## src/hw/gat_pkg.sv

```systemverilog
package gat_pkg;

  // Layer sizes
  localparam int NUM_FEAT_IN   = 4;
  localparam int NUM_FEAT_OUT  = 2;
  localparam int MAX_NODES     = 4;
  localparam int NUM_WGT_WORDS = NUM_FEAT_IN * NUM_FEAT_OUT + 2 * NUM_FEAT_OUT;

  // Coefficient scaling
  localparam int LRELU_SHIFT = 3;
  localparam int COEF_SHIFT  = 8;

  localparam int FIFO_DEPTH = 8;

  typedef logic signed [7:0]  data_t;
  typedef logic signed [17:0] wh_t;
  typedef logic signed [27:0] score_t;
  typedef logic signed [15:0] coef_t;
  typedef logic signed [31:0] acc_t;

  typedef data_t [NUM_FEAT_IN-1:0]                    feat_row_t;
  typedef wh_t   [NUM_FEAT_OUT-1:0]                   wh_row_t;
  typedef data_t [NUM_FEAT_IN-1:0][NUM_FEAT_OUT-1:0]  wgt_mat_t;
  // Lower half is the target part, upper half the neighbor part
  typedef data_t [2*NUM_FEAT_OUT-1:0]                 att_vec_t;

  typedef struct packed {
    coef_t   coef;
    wh_row_t wh;
    logic    last;
  } coef_entry_t;

  typedef enum logic {ACCUM, EMIT} aggr_state_e;

  localparam score_t COEF_MAX = (2 ** ($bits(coef_t) - 1)) - 1;
  localparam score_t COEF_MIN = -(2 ** ($bits(coef_t) - 1));

  // LeakyReLU, scale down, saturate to coef_t
  function automatic coef_t score_to_coef(input score_t score);
    score_t lrelu;
    score_t scaled;
    lrelu  = (score < 0) ? (score >>> LRELU_SHIFT) : score;
    scaled = lrelu >>> COEF_SHIFT;
    if (scaled > COEF_MAX) begin
      return coef_t'(COEF_MAX);
    end
    if (scaled < COEF_MIN) begin
      return coef_t'(COEF_MIN);
    end
    return coef_t'(scaled);
  endfunction

endpackage

```

## src/hw/weight_loader.sv

```systemverilog
`timescale 1ns/1ps

module weight_loader (
  input  logic              clk,
  input  logic              rst_n,

  input  logic              wgt_valid_i,
  input  gat_pkg::data_t    wgt_data_i,
  output logic              wgt_ready_o,

  output gat_pkg::wgt_mat_t wgt_mat_o,
  output gat_pkg::att_vec_t att_vec_o,
  output logic              loaded_o
);

  import gat_pkg::*;

  logic [$clog2(NUM_WGT_WORDS)-1:0] word_cnt;
  logic                             wgt_fire;

  assign wgt_ready_o = !loaded_o;
  assign wgt_fire    = wgt_valid_i && wgt_ready_o;

  always_ff @(posedge clk or negedge rst_n) begin
    if (!rst_n) begin
      word_cnt <= '0;
      loaded_o <= 1'b0;
    end else if (wgt_fire) begin
      word_cnt <= word_cnt + 1'b1;
      if (word_cnt == NUM_WGT_WORDS - 1) begin
        loaded_o <= 1'b1;
      end
    end
  end

  // Matrix words first, column index inner, then the attention vector
  always_ff @(posedge clk) begin
    if (wgt_fire) begin
      if (word_cnt < NUM_FEAT_IN * NUM_FEAT_OUT) begin
        wgt_mat_o[word_cnt / NUM_FEAT_OUT][word_cnt % NUM_FEAT_OUT] <= wgt_data_i;
      end else begin
        att_vec_o[word_cnt - NUM_FEAT_IN * NUM_FEAT_OUT] <= wgt_data_i;
      end
    end
  end

  a_load_once: assert property (@(posedge clk) disable iff (!rst_n)
    wgt_fire |-> word_cnt < NUM_WGT_WORDS)
    else $error("weight word accepted after load completed");

endmodule

```

## config.mk

```make
export PLATFORM = sky130hd
export DESIGN_NAME = weight_loader
export DESIGN_NICKNAME = d
export VERILOG_FILES = /design/src/hw/gat_pkg.sv /design/src/hw/weight_loader.sv
export SDC_FILE = /design/constraint.sdc
export NUM_CORES = 1
export LEC_CHECK = 0
export BUFFER_PORTS_ARGS = -buffer_cell sky130_fd_sc_hd__buf_2
export CELL_PAD_IN_SITES_DETAIL_PLACEMENT = 1
export CELL_PAD_IN_SITES_GLOBAL_PLACEMENT = 1
export CORE_ASPECT_RATIO = 0.7
export CORE_UTILIZATION = 30
export CTS_CLUSTER_SIZE = 14
export DETAILED_ROUTE_END_ITERATION = 16
export PLACE_DENSITY_LB_ADDON = 0.15
export REMOVE_ABC_BUFFERS = 1
export SYNTH_ARGS = -nofsm -noshare
export SYNTH_HDL_FRONTEND = slang
export SYNTH_SLANG_ARGS = --single-unit
export TNS_END_PERCENT = 30
```

## constraint.sdc

```tcl
create_clock -name clk -period 3.8 [get_ports clk]
set_input_delay 0.38 -clock clk [delete_from_list [all_inputs] [get_ports clk]]
set_output_delay 0.38 -clock clk [all_outputs]
set_load 0.03 [all_outputs]
```

# Word-level counts from Yosys, hierarchy flattened
# Index checks and enable logic that the tools add are counted.
[totals]
reg_bits = 101
output_inout_bits = 98
inputBits = 11
[op_classes]
reduce_logical = 8
muxes = 8
bitwise_logic = 1
order_cmp = 7
n_eq_ne = 1
n_addsub = 2
[op_table]
columns = ["operator", "n"]
rows = [
  ["bitwise mux 64 bit", 1],
  ["bitwise mux 32 bit", 1],
  ["demux 16 bit (select 2 bit)", 1],
  [">= comparator 32 x 1 -> 1 bit (second input constant)", 1],
  ["less-than comparator 32 x 3 -> 1 bit (second input constant)", 1],
  ["demux 8 bit (select 2 bit)", 1],
  ["2-to-1 mux 16 bit", 1],
  ["2-to-1 mux 8 bit", 2],
  ["demux 8 bit (select 1 bit)", 1],
  ["AND reduction 2 bit", 3],
  ["subtractor 4 x 4 -> 5 bit (second input constant)", 1],
  ["adder 4 x 1 -> 4 bit (second input constant)", 1],
  ["== test 4 bit (second input constant)", 1],
  ["logical AND 1 bit", 4],
  ["less-than comparator 4 bit (second input constant)", 1],
  [">= comparator 3 x 1 -> 1 bit (second input constant)", 1],
  ["less-than comparator 3 bit (second input constant)", 1],
  ["less-than comparator 1 x 2 -> 1 bit (second input constant)", 1],
  [">= comparator 1 bit (second input constant)", 1],
  ["zero test 1 bit", 1],
  ["NOT 1 bit", 1],
]

# Logic depth before layout (Yosys ltp)
# Gate-level depths: netlist of the first run.
[depth]
ltp_word = 7
mapped_depth = 4
depth_no_buf = 4

# Worst setup path before layout of the first run
# No wires, ideal clock.
[synth_path]
kind = "reg2reg"
start = "reg loaded_o"
end = "reg wgt_mat_o[32] (netlist bit) (enable)"
synth_period_minus_slack_ns = 2.071
t_arrival_ns = 1.676
slack_ns = 1.729
stages_incl_launch_ff = 4
cell_sequence = "dfrtp_1 -> nor2b_4 -> nand2_1 -> nor4_1"
[synth_via]
elab_chain_cells = 3
[synth_rtl]
columns = ["item", "line", "source"]
rows = [
  ["start, declared", "weight_loader.sv:13", "output logic loaded_o"],
  ["start signal, assigned", "weight_loader.sv:27", "loaded_o <= 1'b0;"],
  ["start signal, assigned", "weight_loader.sv:31", "loaded_o <= 1'b1;"],
  ["zero test 1 bit", "weight_loader.sv:21", "assign wgt_ready_o = !loaded_o;"],
  ["logical AND 1 bit", "weight_loader.sv:22", "assign wgt_fire = wgt_valid_i && wgt_ready_o;"],
  ["AND reduction 2 bit (no source line)", "--", ""],
  ["end signal, assigned by index", "weight_loader.sv:40", "wgt_mat_o[word_cnt / NUM_FEAT_OUT][word_cnt % NUM_FEAT_OUT] <= wgt_data_i;"],
  ["end, declared", "weight_loader.sv:11", "output gat_pkg::wgt_mat_t wgt_mat_o,"],
]
# No other way between the ends.
# A chain may end at the register's enable or synchronous reset.

# Worst setup path after layout of the first run
[layout_path]
start = "reg word_cnt[3]"
end = "reg wgt_mat_o[44] (netlist bit) (enable)"
[layout_via]
elab_chain_cells = 2
[layout_rtl]
columns = ["item", "line", "source"]
rows = [
  ["start, declared", "weight_loader.sv:18", "logic [$clog2(NUM_WGT_WORDS)-1:0] word_cnt;"],
  ["start signal, assigned", "weight_loader.sv:29", "word_cnt <= word_cnt + 1'b1;"],
  ["less-than comparator 4 bit", "weight_loader.sv:39", "if (word_cnt < NUM_FEAT_IN * NUM_FEAT_OUT) begin"],
  ["AND reduction 2 bit (no source line)", "--", ""],
]
# No other way between the ends.

==> summary.md, run 1 <==
The terminus of the critical flop-to-flop path was wgt_mat_o[44]. In this run the power density over the cells is 492 nW/µm². For this run, the number of Yosys warnings is 0.

In this run the worst path has a maximum fanout of 12. CTS built an H-tree with a depth of 3. The floorplan has 31 rows.

The count of cells resized by post-cts repair is 0. The run gives 10900 µm as the first-pass GRT wire length. The flop-to-flop setup slack was 1760 ps; the share of total power in sequential cells was 58.2%. For the total count of max-transition violations in the final report, the log shows 0. The repair_antennas step left the layout with diodes totalling 0. From bottom edge to top edge, the die measures 89.3 µm. The total overflow left after global routing is 0. The run finished with clean final reports. Timing would allow up to 489 MHz. For the worst setup path, the data arrival time is 2000 ps. The leakage power summed over all cells is 1.59 nW, and the number of search-and-repair iterations in the first detailed-routing pass is 4. For this configuration, the core starts out at a cell density of 31.2%. Floorplan die area: 11300 µm². 109 I/O pins were placed. The synthesized netlist cell count is 135, and the worst-margin pin slew is 1060 ps.

Combinational logic is responsible for 1.5% of the overall power. Final setup violation count: 0. The total detailed-routing wirelength came out at 7470 µm.

At the placement stage, the worst setup path has a slack of 1720 ps. After filler insertion, the fill cell instance count of the layout stands at 1061. For the worst setup path, the data required time is 3760 ps. The number of sinks driven by the clock tree was 101.

The logs give 536 µm for the routed length on met3 and 4950 µm for the detailed placement HPWL. For this run, the total global-route usage over all layers was measured as 14.2%. The clock reaches the later pin of the worst-skew pair after 330 ps.

For the worst flop-to-flop path, the logic depth is 2. The number of CTS-inserted buffers was 9. The analysis attributes to net switching a power of 0.000429 W. The post-synthesis average cell area works out to 24.2 µm². In this run the critical register-to-register path is launched from word_cnt[3].

The routability congestion estimate from global placement was 0.737; the portion of the post-synthesis area used by sequential elements was 92.2%. In this run, distinct cell masters in the synthesized netlist total 21. The run gives 0 as the count of final hold-check violations.

For the number of hold buffers added after CTS, the log shows 1. The logs give 1720 for the via count of the first global-routing pass and 3010 µm² for the total area of sequential cells. The tools report the remaining antenna violation count as 0. The routed design uses 3220 µm of met2 wire. In this run the top signal layer used is met4. The tools report the part of the power in the clock network as 40.3%. In this run the worst setup path begins at word_cnt[3]. The worst path uses 53.8% of the clock period. The run gives 10500 µm² as the area of the core. The initial antenna violation count is 0, and the clock period minus worst slack is 2040 ps. The final route contains 1690 vias.

The run gives 0 as the max-capacitance violation count. Dividing the detail-routed wire length by the instance count gives 19.1 µm. Between clock sinks in the finished design, the worst skew comes to 2.47 ps. Kind of end point of the critical path: a register. Along the worst hold path, the cell count comes to 3.

The run gives 245 µm² as the multi-input logic area. For the cell-internal power, the log shows 0.00167 W. The final net count was 270; the area growth from synthesis to layout was 30.7%. The path class of the tightest hold or removal check is input port to register.

The longest clock path from root to sink contains 2 buffers. Entering global routing, the biggest net connects 18 pins. Detailed-route vias per instance: 4.31. The number of setup buffers added after CTS is 0.

The count of buffers from port buffering came out at 108. The ratio of cells with drive above 1 in the final layout was 50.8%. In this run switching power makes up 20.4% of total power. Slack of the critical path: 1760 ps. Clock-pin slew was measured on the worst setup and hold paths at 70 ps. Setup total negative slack on the finished layout was measured at 0 ps.

The tools report the launch point of the worst hold path as wgt_valid_i. Summing every instance area after synthesis gives 3260 µm². Setup repair after global routing left no endpoint under its margin. In this run the tightest slew margin relative to its limit is 28.9%.

The largest vdd supply drop was 0.314 mV; the number of design-rule violations left by the first detailed-router iteration was 48. In the routed design, unresolved DRC markers number 0. The synthesized design contains 101 register bits.

Die width: 127 µm. The setup path with the least slack is of type register to register. CTS placed an instance of sky130_fd_sc_hd__clkbuf_16 at the clock tree root.

TritonCTS built the clock tree. The kind of start point of the critical path is a register. The run gives 3600 µm as the detailed-routing wirelength on met1.

The endpoint of the worst hold path was loaded_o.
[worst max-delay path by stage]
| stage | to | slack, ps | depth (start not counted) |
|---|---|---|---|
| final | wgt_mat_o[44] | 1760 | 2 |
| after floorplan | wgt_mat_o[32] | 1730 | 3 |
| after CTS | wgt_mat_o[21] | 1700 | 3 |
| after global routing | wgt_mat_o[19] | 1550 | 3 |
| after detailed placement | wgt_mat_o[21] | 1720 | 3 |
| after global placement | wgt_mat_o[21] | 1730 | 4 |
[metrics by stage]
step / hold WS [ps] / instance area [µm²] / util (%) / std cells / power (W)
after global placement: 202 / 3980 / 38.0 / 375 / 0.00128
after global routing: 345 / 4260 / 40.7 / 392 / 0.00217
after detailed placement: 201 / 3980 / 38.0 / 375 / 0.00128
after floorplan: 84.4 / 3260 / - / 134 / 0.00125
final: 340 / 4260 / 40.7 / 392 / 0.00210
after CTS: 323 / 4260 / 40.7 / 392 / 0.00212
[cell families (layout without fill, tap and decap cells)]
logic type / after synthesis / after routing / synth area share, %
flip-flops: 101 / 101 / 92.2
AND/OR/NAND/NOR: 22 / 22 / 4.83
adder cells (fa/ha/maj): 4 / 4 / 1.53
buffers and inverters: 4 / 129 / 0.498
XOR/XNOR: 3 / 3 / 0.805
AO/OA/AOI/OAI: 1 / 1 / 0.153
[flip-flops by register name, summed over array words and instances, names as in the netlist]
name / flops
att_vec_o: 32
loaded_o: 1
word_cnt: 4
wgt_mat_o: 64
[worst max-delay path, stage by stage (launching register included)]
cell	delay [ps]
sky130_fd_sc_hd__dfrtp_1	530
sky130_fd_sc_hd__nand2b_1	270
sky130_fd_sc_hd__nor3_1	870
[layer usage]
| layer | vias to the layer above | global-route usage, % |
|---|---|---|
| li1 | 764 | - |
| met5 | - | 0 |
| met3 | 10 | 5.63 |
| met2 | 81 | 20.7 |
| met4 | 0 | 6.17 |
| met1 | 835 | 19.0 |
[cell type report]
cell class	instances	area share, %
Clock buffer	9	5.28
Clock inverter	7	1.20
Inverter	3	0.264
Multi-Input combinational cell	30	5.75
Sequential cell	101	70.5
Tap cell	132	3.87
Timing Repair Buffer	110	13.1
[synthesized netlist by cell type]
cell type	instances	area (µm²)
sky130_fd_sc_hd__nand2_1	4	15.0
sky130_fd_sc_hd__nor3b_4	1	18.8
sky130_fd_sc_hd__and3_1	4	25.0
sky130_fd_sc_hd__nor3_1	2	10.0
sky130_fd_sc_hd__nor4_1	2	12.5
sky130_fd_sc_hd__nand2b_1	1	6.26
sky130_fd_sc_hd__ha_1	4	50.1
sky130_fd_sc_hd__buf_2	1	5.00
sky130_fd_sc_hd__nor2b_4	1	13.8
sky130_fd_sc_hd__nor3b_2	1	12.5
sky130_fd_sc_hd__inv_2	1	3.75
sky130_fd_sc_hd__inv_1	2	7.51
sky130_fd_sc_hd__nor4b_2	1	15.0
sky130_fd_sc_hd__nand4b_1	1	8.76
sky130_fd_sc_hd__edfxtp_1	96	2880
sky130_fd_sc_hd__nand4_1	1	6.26
sky130_fd_sc_hd__nand2_2	1	6.26
sky130_fd_sc_hd__nor2_1	2	7.51
sky130_fd_sc_hd__dfrtp_1	5	125
sky130_fd_sc_hd__o21ai_0	1	5.00
sky130_fd_sc_hd__xnor2_1	3	26.3
[placed cells by master (no fill, tap or decap), drive strengths merged, types with 2 or more instances in the layout]
cell,netlist,routed
and3,4,4
buf,1,109
clkbuf,0,9
clkinvlp,0,5
dfrtp,5,5
edfxtp,96,96
ha,4,4
inv,3,4
nand2,5,5
nor2,2,2
nor3,2,2
nor3b,2,2
nor4,2,2
xnor2,3,3
[power by group through the flow]
| stage | sequential, W | clock (W) | combinational, W |
|---|---|---|---|
| final | 0.00122 | 0.000845 | 0.0000323 |
| after CTS | 0.00122 | 0.000865 | 0.0000346 |
| after detailed placement | 0.00125 | 0 | 0.0000339 |
| after floorplan | 0.00125 | 0 | 0.00000458 |
| after global routing | 0.00122 | 0.000911 | 0.0000362 |
| after global placement | 0.00125 | 0 | 0.0000332 |
(Power assumes the default switching activity.)
==> run 2, diff against run 1 <==
==> constraint.sdc (replaced) <==
create_clock -name clk -period 1.7 [get_ports clk]
set_input_delay 0.17 -clock clk [delete_from_list [all_inputs] [get_ports clk]]
set_output_delay 0.17 -clock clk [all_outputs]
set_load 0.03 [all_outputs]
==> run 2 against run 1 <==
Compared with the run above: cell area is 0.67% higher; sequential share of layout area is 0.47 points lower; total power increased by 120%; global-route usage is 0.21 points lower; clock skew increased by 2.3 ps; critical path type unchanged; critical endpoint is now att_vec_o[6]; highest routed layer unchanged.
==> summary.md, run 2 (synthesized netlist as in run 1, its figures left out) <==
Die width: 127 µm. The share of total power in sequential cells came out at 59.6%. For this block, the initial DRC count from the detailed router was 58. The H-tree generated during clock tree synthesis spans 3 levels. The floorplan die area is 11300 µm², and the part of the total power dissipated in combinational logic is 1.6%. The initial utilization of the core area, before any placement, comes to 31.2%. The filler cells instantiated in the layout total 1059. Highest layer used for signal routing: met4. For the clock insertion delay at the later pin of the skew report, the log shows 340 ps. The remaining global-route overflow came out at 0. TritonCTS built the clock tree. The clock transition at the register clock pins on the worst setup and hold paths after CTS works out to 60 ps. For this run, the detailed router's first-pass iteration total came to 4. For this run, the post-layout net count is 277. The critical path class was register to register. STA puts the critical path data arrival time at 1610 ps. After detailed routing, the wire length on met1 is 3380 µm.

For the largest vdd supply drop, the log shows 0.411 mV. After legalization and detailed placement, the total HPWL measured 4940 µm. The clock arrives with 4.78 ps of skew.

Count of final hold-check violations: 0. The flow ran to the end, and the final reports show no timing, DRC or antenna violations. In this run the core area contains 31 standard-cell rows. Detailed routing placed a total of 679 µm of wire on met3.

Among cell families on the critical path, the largest total delay comes from simple AND/OR/NAND/NOR gates. Measured in cells, the most critical reg-to-reg path has a length of 2. The number of setup buffers added after CTS is 0. After layout, the design draws a total of 0.00458 W. The run gives 3270 µm as the amount of wire on met2 after detailed routing. The final critical path takes up 94.9% of the cycle. The signal on the critical path passes through nor3b_4 > and3_1. In this run the power spent charging and discharging nets is 0.000863 W. The multi-input combinational cells in the finished layout cover a total of 246 µm².

The analysis attributes to cell leakage a power of 1.62 nW. For this run, the slowest stage of the critical path takes 450 ps. Setup violations remaining at the end of the flow were counted as 0.

During placement, the flow inserted port buffers numbering 108. The congestion estimate from routability-driven global placement came to 0.727. Counting both buffers and inverters, the worst setup path holds a total of 0. Entering global routing, the biggest net connects 15 pins.

The tools report the number of CTS-inserted buffers as 9. The worst hold slack came out at 134 ps. The overall via count from detail_route is 1719. Counting along the longest clock path gives a buffer depth of 2. Counting every sink on the clock net gives 101. Kind of start point of the critical path: a register.

The detail-routed net length per standard cell came out at 18.7 µm. Global routing consumed, over all layers together, 14.0% of the routing resources. For this design the top-level I/O count stands at 109.

The register ranked first by flip-flop count was wgt_mat_o. The top cell types in the final layout, fill and taps aside, are sky130_fd_sc_hd__buf_2 (108), sky130_fd_sc_hd__edfxtp_1 (96), sky130_fd_sc_hd__clkbuf_16 (9). In this run the remaining antenna-violating nets after routing total 0. For the total count of max-transition violations in the final report, the log shows 0. The logs give 0 for the max-capacitance violation count and 3010 µm² for the total area of sequential cells. The kind of end point of the critical path was a register. The total detailed-routing wirelength was 7440 µm; the flip-flop count of the largest register after layout was 64. The tightest slew margin relative to the limit was 71.8%; the number of stages on the worst hold path was 3.

Net switching is 18.8% of the power. The detailed-route vias per instance works out to 4.32. Worst hold-check path type: input port to register.

The largest registers in the layout are wgt_mat_o (64), att_vec_o (32), word_cnt (4). Among all stages on the critical path, the largest delay is contributed by sky130_fd_sc_hd__dfrtp_1. The run gives 0 as the initial antenna violation count.

The library cell used most frequently in the layout, excluding fill and tap cells, is sky130_fd_sc_hd__buf_2. The number of placed instances, taps included, is 382. Of the cells placed in the final design, the portion with a size suffix greater than 1 is 50.4%. The tools report the fmax as 620 MHz.

For the pin with the worst max-slew slack, the measured transition is 423 ps. Setup repair after global routing left no endpoint under its margin. In the routed design, unresolved DRC markers number 0.

The internal power of the cells totals 0.00372 W. The clock period minus worst slack is 1610 ps, and the via count of the first global-routing pass is 1763. The critical path runs through a total of 2 cells. Power density over the cells: 1070 nW/µm². For the area of the core, the log shows 10500 µm².

Largest fanout on the critical path: 8. The root buffer selected by CTS is sky130_fd_sc_hd__clkbuf_16. After the flow finishes, the layout carries non-filler instances totaling 398.

The first global-routing pass estimated 10800 µm of wire. The area growth from synthesis to layout was 31.6%. For the worst setup path, the data required time is 1700 ps. The floorplan step set the die height to 89.3 µm. The part of the power in the clock network came out at 38.8%.

Number of antenna cells inserted: 0.
-- run 2: worst paths after layout --
check                      slack, ps         from           end
setup reg to reg                  90  word_cnt[2]  att_vec_o[6]
hold reg to reg                  610  word_cnt[2]   word_cnt[2]
setup / recovery                  90  word_cnt[2]  att_vec_o[6]
max in group asynchronous       1390        rst_n   word_cnt[0]
min in group asynchronous        170        rst_n      loaded_o
hold / removal                   130  wgt_valid_i      loaded_o
-- run 2: repair_timing --
action	in CTS	in global routing
hold buffers	1	0
gates resized for setup	0	1
endpoints found under the setup margin	0	8
endpoints found under the hold margin	5	0
-- run 2: worst reg2reg max path: cells and delay by family, from the launching register on --
family	cells	cell delay (ps)
flops	1	450
simple gates	2	830
-- run 2: through the flow --
step / instance area (µm²) / TNS [ps] / worst slack, ps / utilization (%)
after global placement: 4030 / 0 / 125 / 38.5
final: 4290 / 0 / 87.2 / 41.0
after detailed placement: 4030 / 0 / 84.1 / 38.5
after global routing: 4290 / 0 / 5.91 / 41.0
after CTS: 4290 / 0 / 83.4 / 41.0
after floorplan: 3260 / -9450 / -371 / -
-- run 2: layer usage --
layer | track usage, % | up-vias
met5 | 0 | -
met4 | 6.49 | 0
met3 | 7.18 | 11
met2 | 19.6 | 75
met1 | 18.1 | 853
li1 | - | 780
-- run 2: area by class of cell --
| cell class | instances | share of cell area, % |
|---|---|---|
| Tap cell | 132 | 3.85 |
| Timing Repair Buffer | 117 | 14.2 |
| Sequential cell | 101 | 70.1 |
| Multi-Input combinational cell | 30 | 5.74 |
| Clock buffer | 13 | 5.60 |
| Inverter | 3 | 0.262 |
| Clock inverter | 2 | 0.262 |
-- run 2: power by group through the flow --
stage	Combinational (W)	Sequential, W	Clock (W)
4_1_cts	0.0000758	0.00273	0.00185
5_1_grt	0.0000811	0.00273	0.00192
3_5_place_dp	0.0000742	0.00278	0
2_1_floorplan	0.0000102	0.00278	0
3_3_place_gp	0.0000734	0.00278	0
6_report	0.0000711	0.00273	0.00178
